### src/logic/mac_settings.svh
`ifndef MAC_SETTINGS_SVH
`define MAC_SETTINGS_SVH

// operand width of each multiplier input
`define MAC_OPND_W 4

// full unsigned product, twice the operand width
`define MAC_PROD_W 8

// accumulator width
`define MAC_ACC_W 16

`endif

### src/logic/mac_pkg.sv
`default_nettype none

`include "mac_settings.svh"

package mac_pkg;

    typedef enum logic [1:0] {
        OP_HOLD = 2'd0,  // accumulator unchanged
        OP_LOAD = 2'd1,  // accumulator takes the product
        OP_ADD  = 2'd2,  // acc + product
        OP_SUB  = 2'd3   // acc - product
    } mac_op_e;

    typedef struct packed {
        mac_op_e op;
        logic    sat_en;  // clamp instead of wrap
    } mac_cfg_t;

    // stage-1 register, each item keeps its own cfg
    typedef struct packed {
        logic                   valid;
        logic [`MAC_PROD_W-1:0] product;
        mac_cfg_t               cfg;
    } mac_stage_t;

endpackage

`default_nettype wire

### src/logic/ks_adder.sv
`timescale 1ns/1ps
`default_nettype none

module ks_adder #(
    parameter int WIDTH = 4
) (
    input  wire [WIDTH-1:0] a,
    input  wire [WIDTH-1:0] b,
    input  wire             cin,
    output wire [WIDTH-1:0] sum,
    output wire             cout
);
    // position 0 of the prefix tree carries cin, bit i of a/b sits at i+1
    localparam int LEVELS = $clog2(WIDTH + 1);

    wire [WIDTH:0] g_lvl [0:LEVELS];
    wire [WIDTH:0] p_lvl [0:LEVELS-1];  // last level needs no propagate

    assign g_lvl[0] = {a & b, cin};
    assign p_lvl[0] = {a ^ b, 1'b0};

    for (genvar lvl = 0; lvl < LEVELS; lvl++) begin : g_level
        localparam int D = 1 << lvl;  // span doubles every level

        for (genvar k = 0; k <= WIDTH; k++) begin : g_pos
            if (k < D) begin : g_pass
                assign g_lvl[lvl+1][k] = g_lvl[lvl][k];
            end else begin : g_cell
                // gray and black cells share the generate term
                assign g_lvl[lvl+1][k] = g_lvl[lvl][k] | (p_lvl[lvl][k] & g_lvl[lvl][k-D]);
            end

            if (lvl < LEVELS - 1) begin : g_prop
                if (k < D) begin : g_p_pass
                    assign p_lvl[lvl+1][k] = p_lvl[lvl][k];
                end else if (k < 2 * D) begin : g_p_gray
                    assign p_lvl[lvl+1][k] = 1'b0;  // group reaches cin, fully resolved
                end else begin : g_p_black
                    assign p_lvl[lvl+1][k] = p_lvl[lvl][k] & p_lvl[lvl][k-D];
                end
            end
        end
    end

    // carry into bit i is the group generate ending at position i
    assign sum  = p_lvl[0][WIDTH:1] ^ g_lvl[LEVELS][WIDTH-1:0];
    assign cout = g_lvl[LEVELS][WIDTH];

endmodule

`default_nettype wire

### src/logic/array_multiplier.sv
`timescale 1ns/1ps
`default_nettype none

`include "mac_settings.svh"

module array_multiplier (
    input  wire [`MAC_OPND_W-1:0] a,
    input  wire [`MAC_OPND_W-1:0] b,
    output wire [`MAC_PROD_W-1:0] product
);
    localparam int W = `MAC_OPND_W;

    wire [W-1:0] pp      [0:W-1];  // pp[i] is b gated by a[i]
    wire [W-1:0] row_in  [1:W-1];
    wire [W-1:0] row_sum [1:W-1];
    wire         row_co  [1:W-1];

    for (genvar i = 0; i < W; i++) begin : g_pp
        assign pp[i] = a[i] ? b : '0;
    end

    assign product[0] = pp[0][0];  // lsb needs no adder

    // each row adds the next partial product to the shifted running sum
    for (genvar r = 1; r < W; r++) begin : g_row
        if (r == 1) begin : g_first
            assign row_in[r] = {1'b0, pp[0][W-1:1]};
        end else begin : g_chain
            assign row_in[r] = {row_co[r-1], row_sum[r-1][W-1:1]};  // carry joins next row
        end

        ks_adder #(
            .WIDTH (W)
        ) u_row_add (
            .a    (row_in[r]),
            .b    (pp[r]),
            .cin  (1'b0),
            .sum  (row_sum[r]),
            .cout (row_co[r])
        );

        if (r < W - 1) begin : g_low_bit
            assign product[r] = row_sum[r][0];  // settled bit drops out
        end
    end

    // last row supplies the upper half
    assign product[`MAC_PROD_W-1:W-1] = {row_co[W-1], row_sum[W-1]};

endmodule

`default_nettype wire

### src/logic/mac_ctrl_regs.sv
`timescale 1ns/1ps
`default_nettype none

module mac_ctrl_regs (
    input  wire                  clk,
    input  wire                  rst_n,
    input  wire                  cfg_we,
    input  wire mac_pkg::mac_op_e cfg_op,
    input  wire                  cfg_sat,
    output mac_pkg::mac_cfg_t    cfg
);
    import mac_pkg::*;

    always_ff @(posedge clk) begin
        if (!rst_n) begin
            cfg.op     <= OP_ADD;  // default is plain accumulate
            cfg.sat_en <= 1'b0;
        end else if (cfg_we) begin
            cfg.op     <= cfg_op;
            cfg.sat_en <= cfg_sat;
        end
    end

    // all four codes are opcodes so only X or Z is illegal
    a_op_legal: assert property (
        @(posedge clk) disable iff (!rst_n)
        !$isunknown(cfg)
    ) else $error("cfg.op illegal or unknown");

endmodule

`default_nettype wire

### src/logic/mac_datapath.sv
`timescale 1ns/1ps
`default_nettype none

`include "mac_settings.svh"

module mac_datapath (
    input  wire                    clk,
    input  wire                    rst_n,
    input  wire                    in_valid,
    input  wire [`MAC_OPND_W-1:0]  a,
    input  wire [`MAC_OPND_W-1:0]  b,
    input  wire                    acc_clr,
    input  wire mac_pkg::mac_cfg_t cfg,
    output logic                   out_valid,
    output logic [`MAC_ACC_W-1:0]  acc
);
    import mac_pkg::*;

    localparam int PAD_W = `MAC_ACC_W - `MAC_PROD_W;

    wire  [`MAC_PROD_W-1:0] product;
    mac_stage_t             stage_q;
    logic [`MAC_ACC_W-1:0]  prod_ext;
    logic                   is_sub;
    logic [`MAC_ACC_W-1:0]  add_b;
    wire  [`MAC_ACC_W-1:0]  add_sum;
    wire                    add_cout;
    logic [`MAC_ACC_W-1:0]  acc_nxt;

    array_multiplier u_mult (
        .a       (a),
        .b       (b),
        .product (product)
    );

    // stage 1: product and the cfg current at sampling
    always_ff @(posedge clk) begin
        if (!rst_n) begin
            stage_q.valid <= 1'b0;
        end else begin
            stage_q.valid <= in_valid;
        end
        if (in_valid) begin
            stage_q.product <= product;
            stage_q.cfg     <= cfg;
        end
    end

    // stage 2: subtract as acc + ~prod + 1
    assign prod_ext = {{PAD_W{1'b0}}, stage_q.product};
    assign is_sub   = (stage_q.cfg.op == OP_SUB);
    assign add_b    = is_sub ? ~prod_ext : prod_ext;

    ks_adder #(
        .WIDTH (`MAC_ACC_W)
    ) u_acc_add (
        .a    (acc),
        .b    (add_b),
        .cin  (is_sub),
        .sum  (add_sum),
        .cout (add_cout)
    );

    always_comb begin
        acc_nxt = acc;
        case (stage_q.cfg.op)
            OP_HOLD: acc_nxt = acc;
            OP_LOAD: acc_nxt = prod_ext;
            OP_ADD:  acc_nxt = (stage_q.cfg.sat_en && add_cout) ? '1 : add_sum;   // overflow
            OP_SUB:  acc_nxt = (stage_q.cfg.sat_en && !add_cout) ? '0 : add_sum;  // borrow
            default: acc_nxt = acc;
        endcase
    end

    always_ff @(posedge clk) begin
        if (!rst_n) begin
            out_valid <= 1'b0;
            acc       <= '0;
        end else begin
            out_valid <= stage_q.valid;
            if (acc_clr) begin
                acc <= '0;  // clear beats a same-edge update
            end else if (stage_q.valid) begin
                acc <= acc_nxt;
            end
        end
    end

    // fixed two-cycle latency, one result per strobe
    a_lat_fwd: assert property (
        @(posedge clk) disable iff (!rst_n)
        in_valid |-> ##2 out_valid
    ) else $error("strobe produced no result");

    a_lat_back: assert property (
        @(posedge clk) disable iff (!rst_n)
        out_valid |-> $past(in_valid, 2)
    ) else $error("result without a strobe");

    // multiplier tree against plain arithmetic
    a_product: assert property (
        @(posedge clk) disable iff (!rst_n)
        stage_q.valid |->
            stage_q.product == `MAC_PROD_W'($past(a)) * `MAC_PROD_W'($past(b))
    ) else $error("product mismatch");

endmodule

`default_nettype wire

### src/logic/mac_top.sv
`timescale 1ns/1ps
`default_nettype none

`include "mac_settings.svh"

module mac_top (
    input  wire                   clk,
    input  wire                   rst_n,
    input  wire                   cfg_we,
    input  wire mac_pkg::mac_op_e cfg_op,
    input  wire                   cfg_sat,
    input  wire                   acc_clr,
    input  wire                   in_valid,
    input  wire [`MAC_OPND_W-1:0] a,
    input  wire [`MAC_OPND_W-1:0] b,
    output wire                   out_valid,
    output wire [`MAC_ACC_W-1:0]  acc
);
    import mac_pkg::*;

    mac_cfg_t cfg;  // live opcode and saturation

    mac_ctrl_regs u_regs (
        .clk     (clk),
        .rst_n   (rst_n),
        .cfg_we  (cfg_we),
        .cfg_op  (cfg_op),
        .cfg_sat (cfg_sat),
        .cfg     (cfg)
    );

    mac_datapath u_dp (
        .clk       (clk),
        .rst_n     (rst_n),
        .in_valid  (in_valid),
        .a         (a),
        .b         (b),
        .acc_clr   (acc_clr),
        .cfg       (cfg),
        .out_valid (out_valid),
        .acc       (acc)
    );

endmodule

`default_nettype wire

### config.mk
export PLATFORM = sky130hd
export DESIGN_NAME = mac_top
export DESIGN_NICKNAME = d
export VERILOG_FILES = /design/src/logic/mac_pkg.sv /design/src/logic/ks_adder.sv /design/src/logic/array_multiplier.sv /design/src/logic/mac_ctrl_regs.sv /design/src/logic/mac_datapath.sv /design/src/logic/mac_top.sv
export VERILOG_INCLUDE_DIRS = /design/src /design/src/logic
export SDC_FILE = /design/constraint.sdc
export NUM_CORES = 1
export LEC_CHECK = 0
export BUFFER_PORTS_ARGS = -buffer_cell sky130_fd_sc_hd__buf_4
export CORE_UTILIZATION = 45
export CTS_BUF_LIST = sky130_fd_sc_hd__clkbuf_16
export CTS_CLUSTER_DIAMETER = 40
export DETAILED_ROUTE_END_ITERATION = 7
export GPL_TIMING_DRIVEN = 1
export HOLD_SLACK_MARGIN = 0.03
export PLACE_DENSITY_LB_ADDON = 0.1
export SYNTH_ARGS = -nofsm -noshare
export SYNTH_HDL_FRONTEND = slang
export SYNTH_SLANG_ARGS = --single-unit
export TNS_END_PERCENT = 30
### constraint.sdc
create_clock -name clk -period 4.9 [get_ports clk]
set_input_delay 0.245 -clock clk [delete_from_list [all_inputs] [get_ports clk]]
set_output_delay 0.245 -clock clk [all_outputs]
set_load 0.05 [all_outputs]
Word level (Yosys, flattened, before mapping)
Index checks and enable logic that the tools add are counted.

Output and inout port bits: 17. Register bits: 32. Word-level logic and storage cells: 223.

Muxes and demuxes: 8. Bitwise operators: 197. Reduce and logical (&&, ||, !) cells: 6. Equality and inequality tests: 3.

Operator list (number): $and A1 B1 Y1 (113); $or A1 B1 Y1 (69); $mux W16 (3); $pmux W16 S3 (1); $xor A16 B16 Y16 (2); $xor A4 B4 Y4 (5); $and A16 B16 Y16 (1); $mux W4 (4); $not A8 Y16 (1); $and A4 B4 Y4 (2); $and A3 B4 Y4 (1); $eq A2 B2 Y1 const B (2); $xor A3 B4 Y4 (1); $eq A2 B1 Y1 const B (1); $logic_and A1 B1 Y1 (2); $logic_not A2 Y1 (1); $not A1 Y1 (2); $reduce_and A2 Y1 (1); $reduce_or A2 Y1 (1); $logic_not A1 Y1 (1).

Logic depth before layout (Yosys ltp)
Gate-level depths: netlist of the first run.

Word-level depth: 16. Depth in mapped cells: 13. Mapped depth without buffers: 12.

Hierarchy
From an unflattened synthesis of the first run, not the netlist that was laid out.

Cell total of the unflattened synthesis: 304. Area total of the unflattened synthesis: 2830.2 um^2.

By module, submodules not included: mac_datapath (instances 1, area an instance 1351.3 um^2, cells each 123, seq. area each 690.7 um^2); ks_adder (u_dp.u_acc_add) (instances 1, area an instance 803.3 um^2, cells each 105, seq. area each 0.0 um^2); ks_adder (u_dp.u_mult.g_row[1].u_row_add ...) (instances 3, area an instance 150.1 um^2, cells each 16, seq. area each 0.0 um^2); array_multiplier (instances 1, area an instance 118.9 um^2, cells each 19, seq. area each 0.0 um^2); mac_ctrl_regs (instances 1, area an instance 106.4 um^2, cells each 9, seq. area each 60.1 um^2).

Worst setup path after synthesis of the first run
No wires, ideal clock.

Path type: input to register. Start: in b[1]. End: reg u_dp.stage_q, in the netlist u_dp.prod_ext[7] (data pin). Setup slack: 1.895 ns. Stages on the path: 11. Library setup time: 0.254 ns. Data required time: 4.646 ns. Data arrival time: 2.752 ns. Path buffers: 0. Path through: and2_1 > ha_1 > fa_1 > xor2_1 > inv_1 > fa_1 > inv_1 > ha_1 > fa_1 > a21o_1 > a21o_1.

Longest elaborated chain between the ends: 15.

RTL lines: start: declaration (line mac_top.sv:15) `` input wire [`MAC_OPND_W-1:0] b, ``; $mux W4 (line array_multiplier.sv:19) `assign pp[i] = a[i] ? b : '0;`; $and A3 B4 Y4 or $xor A3 B4 Y4 (tied branches) (line ks_adder.sv:19, ks_adder.sv:20); $and A1 B1 Y1 (on tied branches) (line ks_adder.sv:30, ks_adder.sv:39); $or A1 B1 Y1 or $and A1 B1 Y1 (tied branches) (line ks_adder.sv:30) `assign g_lvl[lvl+1][k] = g_lvl[lvl][k] | (p_lvl[lvl][k] & g_lvl[lvl][k-D]);`; $or A1 B1 Y1 (line ks_adder.sv:30); $xor A4 B4 Y4 (line ks_adder.sv:46) `assign sum = p_lvl[0][WIDTH:1] ^ g_lvl[LEVELS][WIDTH-1:0];`; $xor A4 B4 Y4 (line ks_adder.sv:20) `assign p_lvl[0] = {a ^ b, 1'b0};`; $and A1 B1 Y1 (on tied branches) (line ks_adder.sv:30, ks_adder.sv:39); $or A1 B1 Y1 or $and A1 B1 Y1 (tied branches) (line ks_adder.sv:30); $or A1 B1 Y1 (line ks_adder.sv:30); $xor A4 B4 Y4 (line ks_adder.sv:46); $and A4 B4 Y4 or $xor A4 B4 Y4 (tied branches) (line ks_adder.sv:19, ks_adder.sv:20); $and A1 B1 Y1 (on tied branches) (line ks_adder.sv:30, ks_adder.sv:39); $or A1 B1 Y1 or $and A1 B1 Y1 (tied branches) (line ks_adder.sv:30); $or A1 B1 Y1 (*) (line ks_adder.sv:30); net u_dp.product[7] (line mac_datapath.sv:21) `` wire [`MAC_PROD_W-1:0] product; ``; end: declaration (line mac_datapath.sv:22) `mac_stage_t stage_q;`.

The timed path passes the listed nets; every way through them passes the cells marked *. A chain may end at the register's enable or synchronous reset.

Final worst setup path of the first run
Start: reg u_dp.stage_q[2] (netlist name). End: reg u_dp.acc[2].

Longest elaborated chain between the ends: 16.

RTL lines: $eq A2 B2 Y1 (line mac_datapath.sv:51, mac_datapath.sv:66); $mux W16 (line mac_datapath.sv:52) `assign add_b = is_sub ? ~prod_ext : prod_ext;`; $xor A16 B16 Y16 or $and A16 B16 Y16 (tied branches) (line ks_adder.sv:20, ks_adder.sv:19); $and A1 B1 Y1 (line ks_adder.sv:30); $or A1 B1 Y1 (line ks_adder.sv:30); $and A1 B1 Y1 (line ks_adder.sv:30); $or A1 B1 Y1 (line ks_adder.sv:30); $and A1 B1 Y1 (line ks_adder.sv:30); $or A1 B1 Y1 (line ks_adder.sv:30); $and A1 B1 Y1 (line ks_adder.sv:30); $or A1 B1 Y1 (2 in series) (line ks_adder.sv:30); $logic_not A1 Y1 (line mac_datapath.sv:70) `OP_SUB: acc_nxt = (stage_q.cfg.sat_en && !add_cout) ? '0 : add_sum;`; $logic_and A1 B1 Y1 (line mac_datapath.sv:70); $mux W16 (line mac_datapath.sv:70); $pmux W16 S3 (line mac_datapath.sv:66) `case (stage_q.cfg.op)`; end signal: assignment (line mac_datapath.sv:84) `acc <= acc_nxt;`; end: declaration (line mac_datapath.sv:15) `` output logic [`MAC_ACC_W-1:0] acc ``.

Parallel ways exist; a longest one is shown, timed or not.

==> results.md, run 1 <==
Global routing:
- Entering global routing, the biggest net connects 13 pins.
- The number of global-route vias before repair came to approximately 2,300.
- The aggregate global routing overflow is 0.
- The global-route wire length before repair is about 11,000 um.
- The initial antenna violation count is 0.
- The total track usage is 22.05%.

Finish:
- The storage element area is 750.7 sq um.
- The final instance area is 3093 sq um.
- Relative to the synthesized area, the layout overhead comes to 16.17%.
- The area of the multi-input gates is 1823 sq um.
- Cells fill ~55% of the core in the end.
- The share of post-route cells with drive strength above 1 is 15.99%.
- The filler cell count is 545.
- The repair_antennas step left the layout with diodes totalling 0.
- The net count reported at finish is 391.
- Excluding fillers, the count of instances in the completed layout stands at roughly 420.

Pwr:
- Summed over all cells, the static leakage comes to between 1 and 1.5 nW.
- For this design the ratio of total power to cell area is ~270 nW/um^2.
- The worst-case IR drop observed on VDD is about 0.13 mV.

Timing:
- The headroom to the max-slew limit is approximately 44%.
- For the final routed database, the setup TNS stands at 0 ns.
- Based on the critical path, the design can be clocked at up to about 280 MHz.
- Setup repair after global routing left no endpoint under its margin.
- The number of endpoints with negative hold slack in the final report is 0.
- Of the available clock period, the critical path in the final layout requires 72.82%.
- The worst setup slack after layout is 1.332 ns.
- The worst clock skew on the final layout is between 0.005 and 0.006 ns.
- At the pin with the least slew margin, the transition time is 0.8429 ns.
- The number of pins exceeding their max-slew limit in the final report was 0.
- The post-layout minimum cycle time is around 3.6 ns.
- Setup violations remaining at the end of the flow were counted as 0.

Worst setup path:
- At the worst endpoint, the arrival time is 3.78 ns.
- The capturing element type of the critical path is a flip-flop.
- The type of the setup path with the least slack is flip-flop to flip-flop.
- In this run the number of cells on the critical path is 10.
- In this run the register-to-register setup slack is ~1.3 ns.
- The number of buffer and inverter stages on the critical path is 1.
- In this run the critical register-to-register path is captured at u_dp.acc[2].
- The maximum cell stage delay along the critical path is about 0.67 ns.
- The startpoint identified for the worst register-to-register timing path is u_dp.stage_q[2].
- The depth of the most critical reg-to-reg path is 10.
- The largest fanout on the critical path is 11.
- The largest individual stage delay along the critical path comes from the cell a211oi_2.
- The required time of the worst setup path is 5.11 ns.
- STA classifies the critical path startpoint as a flip-flop.
- The critical path goes through nand2_1 > inv_1 > ha_1 > and2_4 > nand3_1 > nor2_1 > a21bo_2 > a211oi_2 > o21ai_0 > a21oi_1.
- Among cell families on the critical path, the largest total delay comes from compound AO/OA/AOI/OAI gates.

Die:
- For this configuration, the core starts out at a cell density of a little under half.
- The area of the placeable core is around 5600 sq um.
- The die covers around 6200 sq um.
- The count of standard-cell rows is 27.
- The floorplan die width is between 70 and 80 um.
- The floorplan die height is 78.92 um.
- For this design the top-level I/O count stands at 33.

Place:
- Timing analysis after detailed placement gives a worst setup slack of about 1.4 ns.
- Counting tap cells, the placed design contains a total of around 410 instances.
- The count of buffers from port buffering is 32.
- Routability-driven placement finished with a final weighted congestion of 0.8922.
- The total half-perimeter wirelength after legalization and detailed placement is 4767 um.
- The area of placed instances is slightly below 3000 sq um.

Routing:
- The starting DRC count in detailed routing is roughly 160.
- The total vias in the final route is between 2,000 and 2,500.
- The pre-antenna-repair detailed-routing pass consisted of 4 iterations.
- The detailed-route DRC error count is 0.
- The wire length per cell after detailed routing is 15.02 um.
- The vias per cell is 5.647.
- The remaining number of nets flagged by the antenna check after routing is 0.
- The wire length reported by the detailed router is 6250 um.

Worst hold path:
- The origin of the worst min-delay path is rst_n.
- The path type of the worst min-delay path is input pin to flip-flop.
- The hold-critical path endpoint is u_regs.cfg[2].
- The worst hold path stage count is 2.

Yosys:
- Synthesis instantiated 56 different standard cells from the library.
- In the synthesized netlist the async set-or-reset flop fraction comes to 0%.
- Of the post-synthesis cell area, the dominant cell type holds 15.79%.
- The flop and latch count out of synthesis is 32.
- The mapped netlist covers 2663 sq um.
- The total nets after synthesis is 359.
- The count of flip-flops with a built-in enable after synthesis is 11.
- The most used flip-flop cell after synthesis is dfxtp_1.
- Ranked by total cell area, the synthesized netlist is headed by dfxtp_1, ha_1, edfxtp_1, a21oi_1, o21ai_0.
- The synthesis warning total is 0.
- The sequential-to-total area share from yosys stat is between 20% and 30%.
- The cell count after synthesis is ~310.
- Each instance of the synthesized netlist takes up on average 8.561 sq um.
- The largest total area in the synthesized netlist belongs to dfxtp_1.

Clocking:
- The number of gates resized after CTS was 0.
- For this design, the sink count on the clock tree is 32.
- The maximum clock insertion buffer count is 2.
- The H-tree was split into 2 levels.
- The clock latency of the later-clocked register in the worst-skew pair is roughly 0.28 ns.
- Hold repair after CTS inserted 0 buffers.
- TritonCTS built the clock tree.
- Clock-pin slew was measured on the worst setup and hold paths at ~0.06 ns.
- The cell sitting at the root of the clock tree is a clkbuf_16.
- The total CTS buffers is 5.
- The number of buffers added for setup after CTS is 0.

Run status:
- The flow ran to the end, and the final reports show no timing, DRC or antenna violations.

Flow run:
- The reported max-cap violation count is 0.
[worst max-delay path by stage]
| stage | start | endpoint | slack (ns) |
|---|---|---|---|
| 5_1_grt | u_dp.stage_q[2] | u_dp.acc[6] | 1.06 |
| 6_report | u_dp.stage_q[2] | u_dp.acc[2] | 1.33 |
| 2_1_floorplan | b[1] | u_dp.prod_ext[7] | 1.89 |
| 4_1_cts | u_dp.stage_q[2] | u_dp.acc[2] | 1.33 |
| 3_3_place_gp | u_dp.stage_q[2] | u_dp.acc[15] | 1.42 |
| 3_5_place_dp | u_dp.stage_q[2] | u_dp.acc[2] | 1.36 |
[cell usage in the layout (no fill, tap or decap), types with 2 or more instances in the layout]
master     instances
buf_4             33
nand2b_1           4
ha_1              29
clkbuf_16          5
nor3b_1            2
o21a_1             3
nand3_1           10
a21o_1             5
o21ai_1            3
xor2_1            10
inv_1              9
nand2_1           29
dfxtp_1           21
and2_1            20
o311ai_0           2
nor2_1            11
mux2i_1            4
o21ai_0           29
or3_1              2
a21oi_1           40
a31oi_1            7
edfxtp_1          11
nor2b_1            5
xnor2_1           14
a211oi_1           2
fa_1               3
clkinv_2           2
[per-stage QoR]
| step | hold slack (ns) | total power, mW |
|---|---|---|
| after detailed placement | 0.4220 | 0.5484 |
| after floorplan | 0.3069 | 0.4924 |
| after CTS | 0.1778 | 0.8526 |
| after global routing | 0.1908 | 0.8982 |
| final | 0.1760 | 0.8482 |
| after global placement | 0.4228 | 0.5456 |
[Yosys cell counts, types with 2 or more instances]
cell,instances
nor3b_1,2
nand2_1,29
or3_1,2
nand3_1,10
mux2i_1,4
a211oi_1,2
a21oi_1,40
fa_1,3
ha_1,29
buf_4,3
nor2b_1,5
o311ai_0,2
nor2_1,11
o21ai_0,29
inv_1,9
edfxtp_1,11
buf_2,2
o21a_1,3
a21o_1,5
xnor2_1,14
o21ai_1,3
a31oi_1,7
and2_1,20
nand2b_1,4
clkbuf_1,2
xor2_1,10
dfxtp_1,21
[logic make-up after synthesis]
kind of cell             count (synthesis)  share of synthesized area [%]
AO/OA/AOI/OAI                          107                          24.44
XOR/XNOR                                24                          7.895
adder cells (fa/ha/maj)                 32                          15.88
buffers and inverters                   18                          3.336
flip-flops                              32                          28.20
multiplexers                             4                          1.504
AND/OR/NAND/NOR                         94                          18.75
[routing by layer]
layer	global-route usage, %	share of wire (%)	vias to the layer above
li1	-	-	1194
met1	26.24	45	1090
met2	39.30	49	56
met3	3.793	4.5	9
met4	8.545	1.8	0
met5	0	0	-
[cell type report]
type	instances	area share (%)
Clock buffer	5	4.045
Clock inverter	3	0.6068
Inverter	10	1.214
Multi-Input combinational cell	261	58.94
Sequential cell	32	24.27
Tap cell	72	2.913
Timing Repair Buffer	33	8.010
[registers in the layout (all words and copies together) (netlist names)]
signal / cells
u_regs.cfg: 3
u_dp.out_valid: 1
u_dp.stage_q: 4
u_dp.prod_ext: 8
u_dp.acc: 16
[power breakdown]
part / switching (mW) / internal (mW)
Sequential: 0.0157 / 0.297
Clock: 0.117 / 0.187
Combinational: 0.132 / 0.100
Power figures use the tool's default switching activity.
==> run 2: changes to the inputs <==
Clock period 4.9 ns to 3.5 ns, I/O delays scaled along.
==> run 2 against run 1 <==
Effect of this change:
- sequential share of layout area shrank 0.41 points
- setup slack lost 0.78 ns
- via count grew 1.9%
- die area is the same
- non-clock buffer count grew 7
- worst hold slack lost 0.060 ns
- sequential power grew 39%
- critical path depth is the same
- register-to-register slack lost 0.78 ns
- maximum frequency grew 21%
- flip-flop and latch count is the same
==> results.md, run 2 (same netlist as run 1, synthesis figures left out) <==
Run status:
- The flow ran to the end, and the final reports show no timing, DRC or antenna violations.

Clocking:
- The CTS tree is yes.
- The clock net sink count is 32.
- After clock tree synthesis, the setup repair step added 0 buffers.
- The root cell of the clock tree is clkbuf_16.
- In this run the deepest clock path goes through 2 buffers.
- At the later pin of the worst-skew pair, clock insertion delay measures around 0.28 ns.
- The number of hold-repair buffers added at the cts stage is 0.
- Clock-pin slew was measured on the worst setup and hold paths at 0.06 ns.
- The total CTS buffers is 5.
- In this run the number of H-tree levels came out at 2.
- The number of resized instances in the post-cts repair step is 0.

Finish:
- The area growth from synthesis to layout is 18.14%.
- The number of flip-flops under the largest register name is 16.
- The share of post-route cells with drive strength above 1 is between 15 and 20%.
- Excluding fillers, the count of instances in the completed layout stands at 423.
- The final instance area is 3146 sq um.
- The library cells used most frequently in the layout, excluding fill and tap cells, are a21oi_1, buf_4, nand2_1, o21ai_0, ha_1.
- For this run, the post-layout net count is just under 400.
- The repair_antennas step left the layout with diodes totalling 0.
- For this run, the share of the core covered by cells in the final layout is a little under three fifths.
- u_dp.acc holds more flip-flops than any other register.

Die:
- In this run the standard cell core region covers 5608 sq um.
- The floorplan step defined a die boundary enclosing roughly 6200 sq um.
- The floorplan die width is between 70 and 80 um.
- Measured along the y axis, the die boundary spans slightly below 80 um.
- The initial utilization of the core area, before any placement, comes to a little under half.
- The count of standard-cell rows is 27.
- 33 I/O pins were placed.

Routing:
- The vias per cell is about 5.7.
- The wire length reported by the detailed router is between 6000 and 7000 um.
- For this run, design rule violations remaining after detail routing come to 0.
- The wire length per cell after detailed routing is roughly 15 um.
- For this run, the detailed router's first-pass iteration total came to 4.
- For this block, the initial DRC count from the detailed router was about 110.
- In this run the remaining antenna-violating nets after routing total 0.
- The total vias in the final route is 2,393.

Worst setup path:
- The critical path in this run is classified as flip-flop to flip-flop.
- The capture instance of the worst register-to-register path is u_dp.acc[15].
- The capturing element type of the critical path is a flip-flop.
- Walking the worst path, the cells encountered are nand2_1 > inv_1 > ha_1 > a21oi_1 > o21ai_2 > nand2_1 > a32o_2 > a31oi_1 > o21ai_0 > a211oi_1.
- On the critical path the largest part of the delay comes from compound AO/OA/AOI/OAI gates.
- Together, buffers and inverters on the worst path number 1.
- The largest fanout on the critical path is 8.
- On the worst path, the slowest cell contributes a delay of 0.46 ns.
- In this run the critical register-to-register path is launched from u_dp.stage_q[1].
- STA classifies the critical path startpoint as a flip-flop.
- The cell at the slowest stage of the critical path is ha_1.
- STA puts the critical path data required time at 3.69 ns.
- The arrival time of data at the critical path endpoint is 3.15 ns.
- In this design, the critical path's most frequently occurring cell is nand2_1.
- The depth of the most critical reg-to-reg path is 10.
- The internal reg-to-reg setup slack is about 0.55 ns.

Timing:
- Setup violations remaining at the end of the flow were counted as 0.
- The number of pins exceeding their max-slew limit in the final report is 0.
- The headroom to the max-slew limit is approximately two fifths.
- After layout, the worst path uses between 80% and 90% of the clock period.
- The final total negative setup slack is 0 ns.
- The worst clock skew on the final layout is roughly 0.0027 ns.
- For this run, the top clock speed supported by timing is about 340 MHz.
- In the post-route analysis, the smallest setup slack over all paths is ~0.55 ns.
- The number of endpoints with negative hold slack in the final report is 0.
- Subtracting the final worst setup slack from the clock period gives about 3 ns.
- Setup repair after global routing left no endpoint under its margin.
- The slew at the pin closest to its max-slew limit is between 0.9 and 1 ns.

Pwr:
- The worst ir drop on vdd is approximately 0.26 mV.
- In this run the static leakage power is ~1.4 nW.
- Dividing total power by cell area gives a power density of 379.4 nW/um^2.

Worst hold path:
- The hold-critical path endpoint is u_regs.cfg[2].
- The worst hold path stage count is 2.
- The worst hold path belongs to the class input pin to flip-flop.
- The worst hold path begins at rst_n.

Global routing:
- The total track usage is 22.11%.
- The number of global-route vias before repair came to around 2,300.
- The aggregate global routing overflow is 0.
- The global-route wire length before repair is about 11,000 um.
- The initial antenna violation count is 0.
- Entering global routing, the biggest net connects 13 pins.

Place:
- The count of buffers from port buffering is 32.
- The HPWL after detailed placement is roughly 4800 um.
- The area of placed instances is approximately 3000 sq um.
- The congestion estimate from routability-driven global placement came to between 0.8 and 0.9.
- The number of instances in the placed design is between 400 and 500.
- The worst-case setup slack after placement is ~0.28 ns.

Flow run:
- The reported max-cap violation count is 0.
run 2: layout make-up:
type / count / area [sq um]
clock buffers: 5 / 125.1
clock inverters: 3 / 18.77
fillers: 526 / 2462
inverters: 10 / 37.54
multi-input cells: 261 / 1823
flip-flops and latches: 32 / 750.7
well taps: 72 / 90.09
repair buffers: 40 / 300.3
run 2: worst max-delay path by stage:
stage | from | cells past startpoint | to | slack (ns)
floorplan | b[1] | 11 | u_dp.prod_ext[7] | 0.56
global placement | b[1] | 12 | u_dp.prod_ext[7] | 0.34
detailed placement | b[1] | 12 | u_dp.prod_ext[7] | 0.28
CTS | u_dp.stage_q[1] | 11 | u_dp.acc[5] | 0.55
global route | u_dp.stage_q[1] | 10 | u_dp.acc[15] | 0.33
finish | u_dp.stage_q[1] | 10 | u_dp.acc[15] | 0.55
run 2: where the power goes:
part	leakage, nW	switching (mW)	internal (mW)	total (mW)
Combinational	1.05	0.187	0.145	0.332
Clock	0.0736	0.165	0.262	0.426
Sequential	0.277	0.0198	0.415	0.435
run 2: worst reg2reg max path, stage by stage (launching register included):
cell and delay [ns]:
edfxtp_1 0.42, nand2_1 0.27, inv_1 0.24, ha_1 0.46
a21oi_1 0.11, o21ai_2 0.16, nand2_1 0.09, a32o_2 0.31
a31oi_1 0.42, o21ai_0 0.18, a211oi_1 0.21
run 2: routing by layer:
layer / up-vias / GRT usage, % / wire, um
met1: 1120 / 26.94 / 2869
met5: - / 0 / 0
met3: 8 / 3.793 / 230
li1: 1213 / - / -
met4: 0 / 8.000 / 114
met2: 52 / 38.87 / 3164
run 2: metrics by stage:
stage / power (mW) / hold slack (ns)
3_5_place_dp: 0.7694 / 0.4020
5_1_grt: 1.264 / 0.1145
3_3_place_gp: 0.7671 / 0.3963
2_1_floorplan: 0.6894 / 0.2369
6_report: 1.193 / 0.1159
4_1_cts: 1.201 / 0.1127
